**src/source/rvfi_pkg.sv**
```systemverilog
`default_nettype none

package rvfi_pkg;

  ////////////////////////////////////////
  // Widths and codes
  ////////////////////////////////////////

  // Exception and interrupt cause as seen in mcause[5:0]
  typedef logic [5:0] exc_cause_t;

  // Debug entry cause as seen in dcsr.cause
  typedef logic [2:0] dbg_cause_t;

  // Index into the four-stage side pipeline
  typedef logic [1:0] stage_idx_t;

  localparam dbg_cause_t DBG_CAUSE_NONE    = 3'd0;
  localparam dbg_cause_t DBG_CAUSE_EBREAK  = 3'd1;
  localparam dbg_cause_t DBG_CAUSE_HALTREQ = 3'd3;
  localparam dbg_cause_t DBG_CAUSE_STEP    = 3'd4;

  // Stage numbering follows the core, IF first and WB last
  localparam stage_idx_t STAGE_IF = 2'd0;
  localparam stage_idx_t STAGE_ID = 2'd1;
  localparam stage_idx_t STAGE_EX = 2'd2;
  localparam stage_idx_t STAGE_WB = 2'd3;

  localparam int unsigned NUM_STAGES = 4;

  ////////////////////////////////////////
  // Record fields
  ////////////////////////////////////////

  // Handler entry information for one retired instruction
  typedef struct packed {
    logic       intr;
    logic       exception;
    exc_cause_t cause;
  } rvfi_intr_t;

  // Trap information for one retired instruction
  // The trap bit is the OR of the exception and debug bits
  typedef struct packed {
    logic       trap;
    logic       exception;
    logic       debug;
    exc_cause_t exception_cause;
    dbg_cause_t debug_cause;
  } rvfi_trap_t;

  // Flags that travel with an instruction from fetch to writeback
  typedef struct packed {
    logic       valid;
    rvfi_intr_t intr;
    dbg_cause_t dbg_cause;
  } stage_tag_t;

  ////////////////////////////////////////
  // Sleep tracking
  ////////////////////////////////////////

  typedef enum logic {
    AWAKE,
    ASLEEP
  } sleep_state_e;

endpackage : rvfi_pkg

`default_nettype wire

```
**src/source/rvfi_sleep_tracker.sv**
```systemverilog
`default_nettype none

module rvfi_sleep_tracker import rvfi_pkg::*; (
  input  wire  clk_i,
  input  wire  rst_ni,

  input  wire  retire_i,
  input  wire  wb_wfi_i,
  input  wire  wake_i,

  output logic sleep_o,
  output logic wu_o,
  output logic core_sleep_o
);

  sleep_state_e state_q;
  sleep_state_e state_d;

  // Set on wake-up until the next retirement carries the mark
  logic         wu_pend_q;
  logic         core_sleep_q;

  always_comb begin
    state_d = state_q;
    case (state_q)
      AWAKE: begin
        if (retire_i && wb_wfi_i) begin
          state_d = ASLEEP;
        end
      end
      ASLEEP: begin
        // Retirements while asleep are a core error and are ignored
        if (wake_i) begin
          state_d = AWAKE;
        end
      end
      default: state_d = AWAKE;
    endcase
  end

  always_ff @(posedge clk_i or negedge rst_ni) begin
    if (!rst_ni) begin
      state_q      <= AWAKE;
      wu_pend_q    <= 1'b0;
      core_sleep_q <= 1'b0;
    end else begin
      state_q <= state_d;
      // Rises one cycle after the sleep record and drops right after wake_i
      core_sleep_q <= (state_q == ASLEEP) && !wake_i;
      if ((state_q == ASLEEP) && wake_i) begin
        wu_pend_q <= 1'b1;
      end else if (retire_i) begin
        wu_pend_q <= 1'b0;
      end
    end
  end

  // Only a wfi retiring while awake starts a sleep period
  assign sleep_o      = wb_wfi_i && (state_q == AWAKE);
  assign wu_o         = wu_pend_q;
  assign core_sleep_o = core_sleep_q;

endmodule : rvfi_sleep_tracker

`default_nettype wire

```
**src/source/rvfi_stage_pipe.sv**
```systemverilog
`default_nettype none

module rvfi_stage_pipe import rvfi_pkg::*; (
  input  wire        clk_i,
  input  wire        rst_ni,

  // Pipeline movement from the core
  input  wire        advance_i,
  input  wire        fetch_valid_i,

  // Acknowledges that mark the instruction entering IF
  input  wire        irq_ack_i,
  input  exc_cause_t irq_cause_i,
  input  wire        dbg_ack_i,
  input  dbg_cause_t dbg_cause_i,

  output stage_tag_t wb_tag_o,
  output logic       retire_o
);

  ////////////////////////////////////////
  // Tag storage
  ////////////////////////////////////////

  // One tag per pipeline stage, index 0 is IF
  stage_tag_t [NUM_STAGES-1:0] tags_q;
  stage_tag_t [NUM_STAGES-1:0] tags_d;

  // IF tag before the acknowledges are merged in
  stage_tag_t if_base;

  always_comb begin
    // Hold every stage unless the core advances
    tags_d  = tags_q;
    if_base = tags_q[STAGE_IF];

    if (advance_i) begin
      // Each later stage takes the tag of the stage before it
      tags_d[STAGE_WB] = tags_q[STAGE_EX];
      tags_d[STAGE_EX] = tags_q[STAGE_ID];
      tags_d[STAGE_ID] = tags_q[STAGE_IF];

      // A freshly fetched slot starts with clear flags
      if_base       = '0;
      if_base.valid = fetch_valid_i;
    end

    // An interrupt acknowledge marks the next IF instruction as the
    // first instruction of the handler
    if (irq_ack_i) begin
      if_base.intr.intr      = 1'b1;
      if_base.intr.exception = 1'b0;
      if_base.intr.cause     = irq_cause_i;
    end

    // A debug acknowledge is recorded independently of the interrupt,
    // so both survive when they arrive together
    if (dbg_ack_i) begin
      if_base.dbg_cause = dbg_cause_i;
    end

    tags_d[STAGE_IF] = if_base;
  end

  always_ff @(posedge clk_i or negedge rst_ni) begin
    if (!rst_ni) begin
      tags_q <= '0;
    end else begin
      tags_q <= tags_d;
    end
  end

  ////////////////////////////////////////
  // Retirement
  ////////////////////////////////////////

  // The WB instruction leaves the pipeline when the core advances
  assign retire_o = advance_i && tags_q[STAGE_WB].valid;

  // Trackers read the WB tag during the retiring cycle
  assign wb_tag_o = tags_q[STAGE_WB];

endmodule : rvfi_stage_pipe

`default_nettype wire

```
**src/source/rvfi_trace_top.sv**
```systemverilog
`default_nettype none

module rvfi_trace_top import rvfi_pkg::*; (
  input  wire        clk_i,
  input  wire        rst_ni,

  input  wire        advance_i,
  input  wire        fetch_valid_i,
  input  wire        irq_ack_i,
  input  exc_cause_t irq_cause_i,
  input  wire        dbg_ack_i,
  input  dbg_cause_t dbg_cause_i,
  input  wire        wb_exc_i,
  input  exc_cause_t wb_exc_cause_i,
  input  wire        wb_wfi_i,
  input  wire        wake_i,
  input  wire        step_en_i,

  output logic       rvfi_valid_o,
  output rvfi_intr_t rvfi_intr_o,
  output rvfi_trap_t rvfi_trap_o,
  output dbg_cause_t rvfi_dbg_o,
  output logic       rvfi_sleep_o,
  output logic       rvfi_wu_o,
  output exc_cause_t rvfi_mcause_o,
  output dbg_cause_t rvfi_dcsr_cause_o,
  output logic       core_sleep_o
);

  // One retired instruction as it leaves the unit
  typedef struct packed {
    rvfi_intr_t intr;
    rvfi_trap_t trap;
    dbg_cause_t dbg;
    logic       sleep;
    logic       wu;
    exc_cause_t mcause;
    dbg_cause_t dcsr_cause;
  } trace_rec_t;

  stage_tag_t wb_tag;
  logic       retire;
  trace_rec_t rec_d;
  trace_rec_t rec_q;
  logic       valid_q;

  ////////////////////////////////////////
  // Blocks
  ////////////////////////////////////////

  rvfi_stage_pipe u_stage_pipe (
    .clk_i, .rst_ni, .advance_i, .fetch_valid_i,
    .irq_ack_i, .irq_cause_i, .dbg_ack_i, .dbg_cause_i,
    .wb_tag_o (wb_tag),
    .retire_o (retire)
  );

  rvfi_trap_tracker u_trap_tracker (
    .clk_i, .rst_ni,
    .retire_i       (retire),
    .wb_tag_i       (wb_tag),
    .wb_exc_i, .wb_exc_cause_i, .step_en_i,
    .trap_o         (rec_d.trap),
    .intr_o         (rec_d.intr),
    .dbg_o          (rec_d.dbg),
    .mcause_o       (rec_d.mcause),
    .dcsr_cause_o   (rec_d.dcsr_cause)
  );

  // core_sleep_o leaves the tracker already registered
  rvfi_sleep_tracker u_sleep_tracker (
    .clk_i, .rst_ni,
    .retire_i     (retire),
    .wb_wfi_i, .wake_i,
    .sleep_o      (rec_d.sleep),
    .wu_o         (rec_d.wu),
    .core_sleep_o
  );

  ////////////////////////////////////////
  // Output record
  ////////////////////////////////////////

  // Fields hold between retirements, only the valid bit drops
  always_ff @(posedge clk_i or negedge rst_ni) begin
    if (!rst_ni) begin
      valid_q <= 1'b0;
      rec_q   <= '0;
    end else begin
      valid_q <= retire;
      if (retire) begin
        rec_q <= rec_d;
      end
    end
  end

  assign rvfi_valid_o      = valid_q;
  assign rvfi_intr_o       = rec_q.intr;
  assign rvfi_trap_o       = rec_q.trap;
  assign rvfi_dbg_o        = rec_q.dbg;
  assign rvfi_sleep_o      = rec_q.sleep;
  assign rvfi_wu_o         = rec_q.wu;
  assign rvfi_mcause_o     = rec_q.mcause;
  assign rvfi_dcsr_cause_o = rec_q.dcsr_cause;

endmodule : rvfi_trace_top

`default_nettype wire

```
**src/source/rvfi_trap_tracker.sv**
```systemverilog
`default_nettype none

module rvfi_trap_tracker import rvfi_pkg::*; (
  input  wire        clk_i,
  input  wire        rst_ni,

  input  wire        retire_i,
  input  stage_tag_t wb_tag_i,
  input  wire        wb_exc_i,
  input  exc_cause_t wb_exc_cause_i,
  input  wire        step_en_i,

  output rvfi_trap_t trap_o,
  output rvfi_intr_t intr_o,
  output dbg_cause_t dbg_o,
  output exc_cause_t mcause_o,
  output dbg_cause_t dcsr_cause_o
);

  // Trap field of the previous retired instruction
  rvfi_trap_t trap_q;
  exc_cause_t mcause_q;
  dbg_cause_t dcsr_cause_q;

  // The retiring instruction entered debug through an acknowledge
  logic       dbg_entry;
  logic       mcause_we;

  ////////////////////////////////////////
  // Fields of the retiring instruction
  ////////////////////////////////////////

  always_comb begin
    trap_o = '0;
    if (wb_exc_i) begin
      trap_o.exception       = 1'b1;
      trap_o.exception_cause = wb_exc_cause_i;
    end
    // Single step traps every instruction into debug
    if (step_en_i) begin
      trap_o.debug       = 1'b1;
      trap_o.debug_cause = DBG_CAUSE_STEP;
    end
    trap_o.trap = trap_o.exception || trap_o.debug;
  end

  // After an exception the next retirement is the handler entry, which
  // takes precedence over anything captured in the tag
  always_comb begin
    intr_o = wb_tag_i.intr;
    if (trap_q.exception) begin
      intr_o.intr      = 1'b1;
      intr_o.exception = 1'b1;
      intr_o.cause     = trap_q.exception_cause;
    end
  end

  // A debug trap on the previous instruction means step entry here
  assign dbg_o = trap_q.debug ? trap_q.debug_cause : wb_tag_i.dbg_cause;

  ////////////////////////////////////////
  // CSR mirrors
  ////////////////////////////////////////

  assign dbg_entry = (wb_tag_i.dbg_cause != DBG_CAUSE_NONE);

  // mcause is left alone when the trap goes into debug mode
  assign mcause_we = retire_i && trap_o.exception && !(step_en_i && dbg_entry);

  assign mcause_o = mcause_q;

  // The debug entering instruction already sees the new dcsr cause
  assign dcsr_cause_o = (dbg_o != DBG_CAUSE_NONE) ? dbg_o : dcsr_cause_q;

  always_ff @(posedge clk_i or negedge rst_ni) begin
    if (!rst_ni) begin
      trap_q       <= '0;
      mcause_q     <= '0;
      dcsr_cause_q <= DBG_CAUSE_NONE;
    end else if (retire_i) begin
      trap_q <= trap_o;
      if (mcause_we) begin
        mcause_q <= wb_exc_cause_i;
      end
      if (dbg_o != DBG_CAUSE_NONE) begin
        dcsr_cause_q <= dbg_o;
      end
    end
  end

endmodule : rvfi_trap_tracker

`default_nettype wire
```
**config.mk**
```make
export PLATFORM = sky130hd
export DESIGN_NAME = rvfi_trace_top
export DESIGN_NICKNAME = d
export VERILOG_FILES = /design/src/source/rvfi_pkg.sv /design/src/source/rvfi_sleep_tracker.sv /design/src/source/rvfi_stage_pipe.sv /design/src/source/rvfi_trace_top.sv /design/src/source/rvfi_trap_tracker.sv
export SDC_FILE = /design/constraint.sdc
export NUM_CORES = 1
export LEC_CHECK = 0
export ABC_AREA = 0
export BUFFER_PORTS_ARGS = -buffer_cell sky130_fd_sc_hd__buf_2
export CAP_MARGIN = 10
export CORE_ASPECT_RATIO = 1.25
export CORE_UTILIZATION = 57
export CTS_CLUSTER_DIAMETER = 40
export CTS_CLUSTER_SIZE = 40
export DETAILED_ROUTE_END_ITERATION = 16
export PLACE_DENSITY = 0.81
export SYNTH_ARGS = -nofsm -noshare
export SYNTH_HDL_FRONTEND = slang
export SYNTH_HIERARCHICAL = 1
export SYNTH_SLANG_ARGS = --single-unit
```
**constraint.sdc**
```tcl
create_clock -name clk_i -period 2.15 [get_ports clk_i]
set_clock_uncertainty 0.15 [all_clocks]
set_input_delay 0.5375 -clock clk_i [delete_from_list [all_inputs] [get_ports clk_i]]
set_output_delay 0.5375 -clock clk_i [all_outputs]
set_load 0.005 [all_outputs]
```
; After elaboration in Yosys (flattened, before gate mapping)
; Cells that the tools add are included.
[totals]
regBits = 92
out_inout_bits = 36
[op_classes]
muxes = 14
bitwise = 1
n_reduce_logical = 18
[ops]
columns = op, n
row1 = $mux W8, 2
row2 = $mux W11, 1
row3 = $mux W3, 3
row4 = $logic_and A1 B1 Y1, 8
row5 = $mux W1, 6
row6 = $mux W6, 1
row7 = $reduce_bool A2 Y1, 3
row8 = $reduce_bool A3 Y1, 2
row9 = $reduce_and A2 Y1, 2
row10 = $logic_not A1 Y1, 2
row11 = $pmux W1 S2, 1
row12 = $logic_or A1 B1 Y1, 1
row13 = $not A1 Y1, 1

; Longest topological paths before layout
; Gate-level depths: netlist of the first run.
[depth]
ltp_word = 5
mapped_depth = 7
mapped_depth_nobuf = 4

; Cells and area by module
; Netlist of the first run, hierarchy kept.
[modules_own_cells]
columns = module, instances, area_per_inst_um2, cells_per_inst
row1 = rvfi_stage_pipe, 1, 1795.5, 110
row2 = rvfi_trace_top, 1, 1442.6, 73
row3 = rvfi_trap_tracker, 1, 892.1, 78
row4 = rvfi_sleep_tracker, 1, 117.6, 9

; Worst setup path before layout of the first run
; OpenSTA, ideal clock, no wires.
[synth_path]
path_kind = in2reg
startpoint = in advance_i
endpoint = reg u_trap_tracker.mcause_q[0] (netlist: u_trap_tracker/mcause_o[0])
arrival_ps = 1908
n_path_buf = 3
cell_stages = 7
path_slack_ps = -33
path_cell_list = buf_6 > buf_6 > and2_1 > clkbuf_1 > nand2_1 > a21oi_4 > mux2_2
[synth_via]
elab_chain_cells = 4
[synth_lines]
columns = element, line_no
row1 = start: declaration, rvfi_trace_top.sv:7  ; input wire advance_i,
row2 = $logic_and A1 B1 Y1 (*), rvfi_stage_pipe.sv:78  ; assign retire_o = advance_i && tags_q[STAGE_WB].valid;
row3 = via retire, rvfi_trace_top.sv:42  ; logic retire;
row4 = $logic_and A1 B1 Y1 (2 in series), rvfi_trap_tracker.sv:68  ; assign mcause_we = retire_i && trap_o.exception && !(step_en_i && dbg_entry);
row5 = $reduce_and A2 Y1 (no line) (*), n/a
row6 = end signal: assignment, rvfi_trap_tracker.sv:83  ; mcause_q <= wb_exc_cause_i;
row7 = end: declaration, rvfi_trap_tracker.sv:22  ; exc_cause_t mcause_q;
; The timed path passes the listed nets; every way through them passes the cells marked *.
; A chain may end at the register's enable or synchronous reset.

; Worst setup path after layout of the first run
[layout_path]
startpoint = reg u_stage_pipe.tags_q, in the netlist u_stage_pipe/wb_tag_o[1]
endpoint = reg u_trap_tracker.mcause_q[3] (netlist: u_trap_tracker/mcause_o[3])
[layout_via]
elab_chain_cells = 5
[layout_lines]
columns = element, line_no
row1 = start: declaration, rvfi_stage_pipe.sv:26  ; stage_tag_t [NUM_STAGES-1:0] tags_q;
row2 = start signal: assignment, rvfi_stage_pipe.sv:69  ; tags_q <= tags_d;
row3 = $reduce_bool A3 Y1, rvfi_trap_tracker.sv:65  ; assign dbg_entry = (wb_tag_i.dbg_cause != DBG_CAUSE_NONE);
row4 = $logic_and A1 B1 Y1, rvfi_trap_tracker.sv:68
row5 = $logic_not A1 Y1, rvfi_trap_tracker.sv:68
row6 = $logic_and A1 B1 Y1, rvfi_trap_tracker.sv:68
row7 = $reduce_and A2 Y1 (no line), n/a
; No other way between the ends.

==> results.toml, run 1 <==
[run_status]
status = "completed"

[pwr]
p_seq_frac = 0.528
p_int_uw = 3711
clockPowerShare = 0.208
p_leak_uw = 0.002296
power.density_nw_per_um2 = 1092
p_sw_uw = 1393
netSwitchingFraction = 0.2729
peakVddDrop_uv = 563.6
comb_power_share = 0.264

[timing]
finalCriticalPeriod_ns = 1.798
finalSetupViolations = 0
setup_slack_ns = 0.3519
fin_setup_tns_ns = 0
relSlewSlack = 0.6301
tightest_slew_ns = 0.5549
fmaxAchievable_ghz = 0.5561
finalHoldWorstSlack_ns = 0.2260
rsz0062_at_grt = "no"
fin_crit_sh = 0.8363
maxSlewViolCount = 0
hold_violations = 0

[clock_network]
cts_resized = 0
numCtsBuffers = 9
ctsHtreeMaxLevel = 3
cts_num_sinks = 99
clk_latency_ns = 0.34
hold_buffers = 1
path_clk_slew_ns = 0.09
cts_buffer_depth = 2
cts_tree = "built"
cts-root-buf = "clkbuf_8"
post_cts_buffers = 0

[worst_setup_path]
worstSetupPathType = "reg2reg"
path_max_fanout = 8
critPathCaptureType = "flip-flop"
arrival_ns = 1.88
critPathLaunchType = "flip-flop"
crit_required_ns = 2.23

[drt]
vias_per_cell = 5.202
dr.pass1.iters = 4
drc = 0
vias = 2159
wirelength_mm = 6.413
wire_per_inst_um = 15.45
drtIter0Drc = 123
ant_nets = 0

[floorplanning]
die_h_um = 98.43
start_util = 0.6005
die_w_um = 79.15
fp.dieArea_um2 = 7790
core_area_um2 = 7062
num_rows = 34
io_pins = 61

[grt]
grt_usage = 0.1845
grt_pass1_vias = 2278
antenna_found_initial = 0
grt_overflow = 0
grt_pass1_wl_mm = 11.10
grt_max_degree = 42

[synth]
synth.cell_area_um2 = 4240
ys_warn_count = 6
synthCells = 269
syn_area_per_cell_um2 = 15.76

[final_layout]
stdcell_count = 415
final_cell_mix = "dfrtp_1 (99), buf_2 (59), mux2_4 (48)"
post-route-util = 0.6618
layout_commonest_cell = "dfrtp_1"
area_delta_synth_final_pct = 10.21
layout-drive-gt1-share = 0.5508
antennaDiodeCount = 0
num-nets-final = 345

[placement]
gp_congestion = 0.7340
io_buffers = 60
placed_cells = 398
pre_cts_ws_ns = 0.2963
dpl.hpwl_mm = 4.413

[flow_run]
max_cap_viol_count = 0

[min_path]
hp-class = "in2reg"
-- per-stage QoR --
step	area (µm²)	power (µW)
floorplan	4245	3668
CTS	4673	5167
global route	4673	5409
finish	4673	5104
global placement	4484	4019
detailed placement	4484	4099
-- metal layers --
metal  up-vias  share of wire  track usage
li1       1016              -            -
met1      1098           0.47       0.2559
met2        40           0.49       0.2938
met3         5          0.031      0.03981
met4         0         0.0083      0.05455
met5         -              0            0
-- critical path, cell delays in order, from the launching register on --
cell	delay (ns)
dfrtp_1	0.48
or3_4	0.43
a21oi_4	0.26
mux2_2	0.37
-- final timing paths --
path / from / endpoint / slack, ns / depth (start not counted)
setup / recovery: u_stage_pipe/wb_tag_o[1] / u_trap_tracker/mcause_o[3] / 0.35 / 3
min in group asynchronous: rst_ni / u_stage_pipe/tags_q[11] / 0.47 / 2
hold / removal: wake_i / u_sleep_tracker/core_sleep_o / 0.23 / 2
max in group asynchronous: rst_ni / rvfi_intr_o[0] / 0.85 / 3
setup reg to reg: u_stage_pipe/wb_tag_o[1] / u_trap_tracker/mcause_o[3] / 0.35 / 3
hold reg to reg: u_stage_pipe/tags_q[10] / u_stage_pipe/tags_q[10] / 0.33 / 1
-- cell type report --
type / count / area [µm²]
Sequential cell: 99 / 2477
Inverter: 5 / 18.77
Multi-Input combinational cell: 138 / 1503
Clock inverter: 6 / 41.29
Clock buffer: 10 / 137.6
Tap cell: 90 / 112.6
Fill cell: 524 / 2389
Timing Repair Buffer: 67 / 382.9
-- power by group through the flow --
| stage | combinational [µW] | clock, µW | sequential (µW) |
|---|---|---|---|
| 2_1_floorplan | 1010 | 0 | 2660 |
| 3_3_place_gp | 1310 | 0 | 2710 |
| 3_5_place_dp | 1360 | 0 | 2740 |
| 4_1_cts | 1370 | 1090 | 2700 |
| 5_1_grt | 1470 | 1160 | 2770 |
| 6_report | 1350 | 1060 | 2690 |
-- flip-flops by register name, indices dropped and copies added (netlist names), 3 cells and up --
register                     flops
rvfi_mcause_o                    6
u_stage_pipe/wb_tag_o           11
rvfi_intr_o                      8
u_trap_tracker/dcsr_cause_q      3
rvfi_dbg_o                       3
rvfi_trap_o                     12
u_trap_tracker/mcause_o          6
rvfi_dcsr_cause_o                3
u_stage_pipe/tags_q             33
u_trap_tracker/trap_q            8
No activity file was read; power rests on OpenSTA's default activity.
==> inputs of run 2 (changes only) <==
Clock period 2.15 ns to 1.7 ns, I/O delays scaled along.
==> run 2 against run 1 <==
Utilization up 2.1 points; routed wire length up 6.4%; power up 33%; worst hold slack worse by 0.12 ns; largest cell class unchanged; final cell count up 1.4%.
==> results.toml, run 2 (synthesized netlist as in run 1, its figures left out) <==
[run_status]
status = "completed"

[worst_setup_path]
r2r_cells = 4
worstSetupPathType = "reg2reg"
arrival_ns = 1.74
rrSetupSlack_ns = 0.05
path_cells = "or3_4, a21oi_4, buf_12, mux2_4"
slowest_stage = "or3_4"
r2r_start = "u_stage_pipe/wb_tag_o[1]"
path_delay_family = "simple AND/OR/NAND/NOR gates"
crit_required_ns = 1.79
critPathLaunchType = "flip-flop"
path_max_fanout = 6
slowest_delay_ns = 0.40
r2r_end = "u_trap_tracker/mcause_o[2]"
critPathCaptureType = "flip-flop"
cp.buffers_inverters = 1

[pwr]
clockPowerShare = 0.228
comb_power_share = 0.271
p_leak_uw = 0.002382
p_int_uw = 5014
peakVddDrop_uv = 580.8
netSwitchingFraction = 0.2613
p_seq_frac = 0.501
p_sw_uw = 1774
power.density_nw_per_um2 = 1408

[timing]
maxSlewViolCount = 0
finalCriticalPeriod_ns = 1.652
fmaxAchievable_ghz = 0.6053
hold_violations = 0
rsz0062_at_grt = "no"
fin_crit_sh = 0.9719
finalSetupViolations = 0

[final_layout]
layout_commonest_cell = "dfrtp_1"
area_delta_synth_final_pct = 13.72
post-route-util = 0.6828
multi_input_area_um2 = 1534
fin_area_um2 = 4822
layout-drive-gt1-share = 0.5589
seq_area_um2 = 2477
num-nets-final = 351
antennaDiodeCount = 0
regMostFlops = "u_stage_pipe/tags_q"
largest_reg_flops = 33
final_cell_mix = "dfrtp_1 (99), buf_2 (59), mux2_4 (54)"
n_fill_cell = 514

[drt]
dr.pass1.iters = 4
drc = 0
vias = 2187
wirelength_mm = 6.821
wire_per_inst_um = 16.20
drtIter0Drc = 116
vias_per_cell = 5.195
ant_nets = 0

[clock_network]
cts_buffer_depth = 2
clk_latency_ns = 0.36
cts_tree = "built"
path_clk_slew_ns = 0.08
cts_resized = 0
cts-root-buf = "clkbuf_8"
numCtsBuffers = 9
ctsHtreeMaxLevel = 3
cts_num_sinks = 99

[grt]
grt_pass1_vias = 2319
grt_pass1_wl_mm = 11.85
antenna_found_initial = 0
grt_max_degree = 42
grt_usage = 0.2031
grt_overflow = 0

[floorplanning]
io_pins = 61
die_h_um = 98.43
fp.dieArea_um2 = 7790
die_w_um = 79.15
core_area_um2 = 7062
num_rows = 34
start_util = 0.6005

[min_path]
whs_endpoint = "u_sleep_tracker/core_sleep_o"
hold_path.startpoint = "wake_i"
worstHoldPathCells = 2
hp-class = "in2reg"

[placement]
io_buffers = 60
gp_congestion = 0.7408
dpl.hpwl_mm = 4.727
place_area_um2 = 4598

[flow_run]
max_cap_viol_count = 0
-- run 2: per-layer routing --
| layer | vias to the layer above | wire (µm) | global-route usage |
|---|---|---|---|
| li1 | 1026 | - | - |
| met4 | 0 | 154 | 0.1007 |
| met1 | 1107 | 3061 | 0.2740 |
| met3 | 10 | 191 | 0.03611 |
| met2 | 44 | 3412 | 0.3176 |
| met5 | - | 0 | 0 |
-- run 2: worst max path at each step --
stage,end,cells after the start,startpoint,slack [ns]
after floorplan,u_trap_tracker/mcause_o[0],7,advance_i,-0.15
after global placement,rvfi_sleep_o,4,advance_i,0.06
after detailed placement,u_trap_tracker/trap_q[7],4,advance_i,0.03
after CTS,u_trap_tracker/mcause_o[5],4,u_stage_pipe/wb_tag_o[1],0.04
after global routing,u_trap_tracker/mcause_o[0],4,u_stage_pipe/wb_tag_o[1],0.02
final,u_trap_tracker/mcause_o[2],4,u_stage_pipe/wb_tag_o[1],0.05
-- run 2: cell type report --
| class | count | share of cell area |
|---|---|---|
| repair buffers | 73 | 0.09652 |
| inverters | 5 | 0.003892 |
| flip-flops and latches | 99 | 0.5138 |
| clock inverters | 3 | 0.009341 |
| well taps | 90 | 0.02335 |
| clock buffers | 13 | 0.03503 |
| multi-input cells | 138 | 0.3181 |
-- run 2: repair_timing --
item | in CTS | in global routing
setup buffers | 0 | 0
hold buffers | 1 | 0
hold endpoints to repair | 23 | 0
-- run 2: power groups by stage --
stage | Sequential [µW] | Clock, µW | Combinational, µW
final | 3400 | 1550 | 1840
after CTS | 3410 | 1600 | 1860
after global routing | 3490 | 1700 | 2010
after global placement | 3410 | 0 | 1780
after detailed placement | 3450 | 0 | 1850
after floorplan | 3370 | 0 | 1330
-- run 2: metrics by stage --
stage	power, µW	cells	setup TNS (ns)	setup WS (ns)	hold slack (ns)
finish	6788	421	0	0.04782	0.1029
global route	7190	421	0	0.01579	0.09297
CTS	6875	421	0	0.04486	0.08383
detailed placement	5296	404	0	0.03232	0.2079
global placement	5190	404	0	0.06351	0.2058
floorplan	4701	270	-1.055	-0.1503	-0.02059
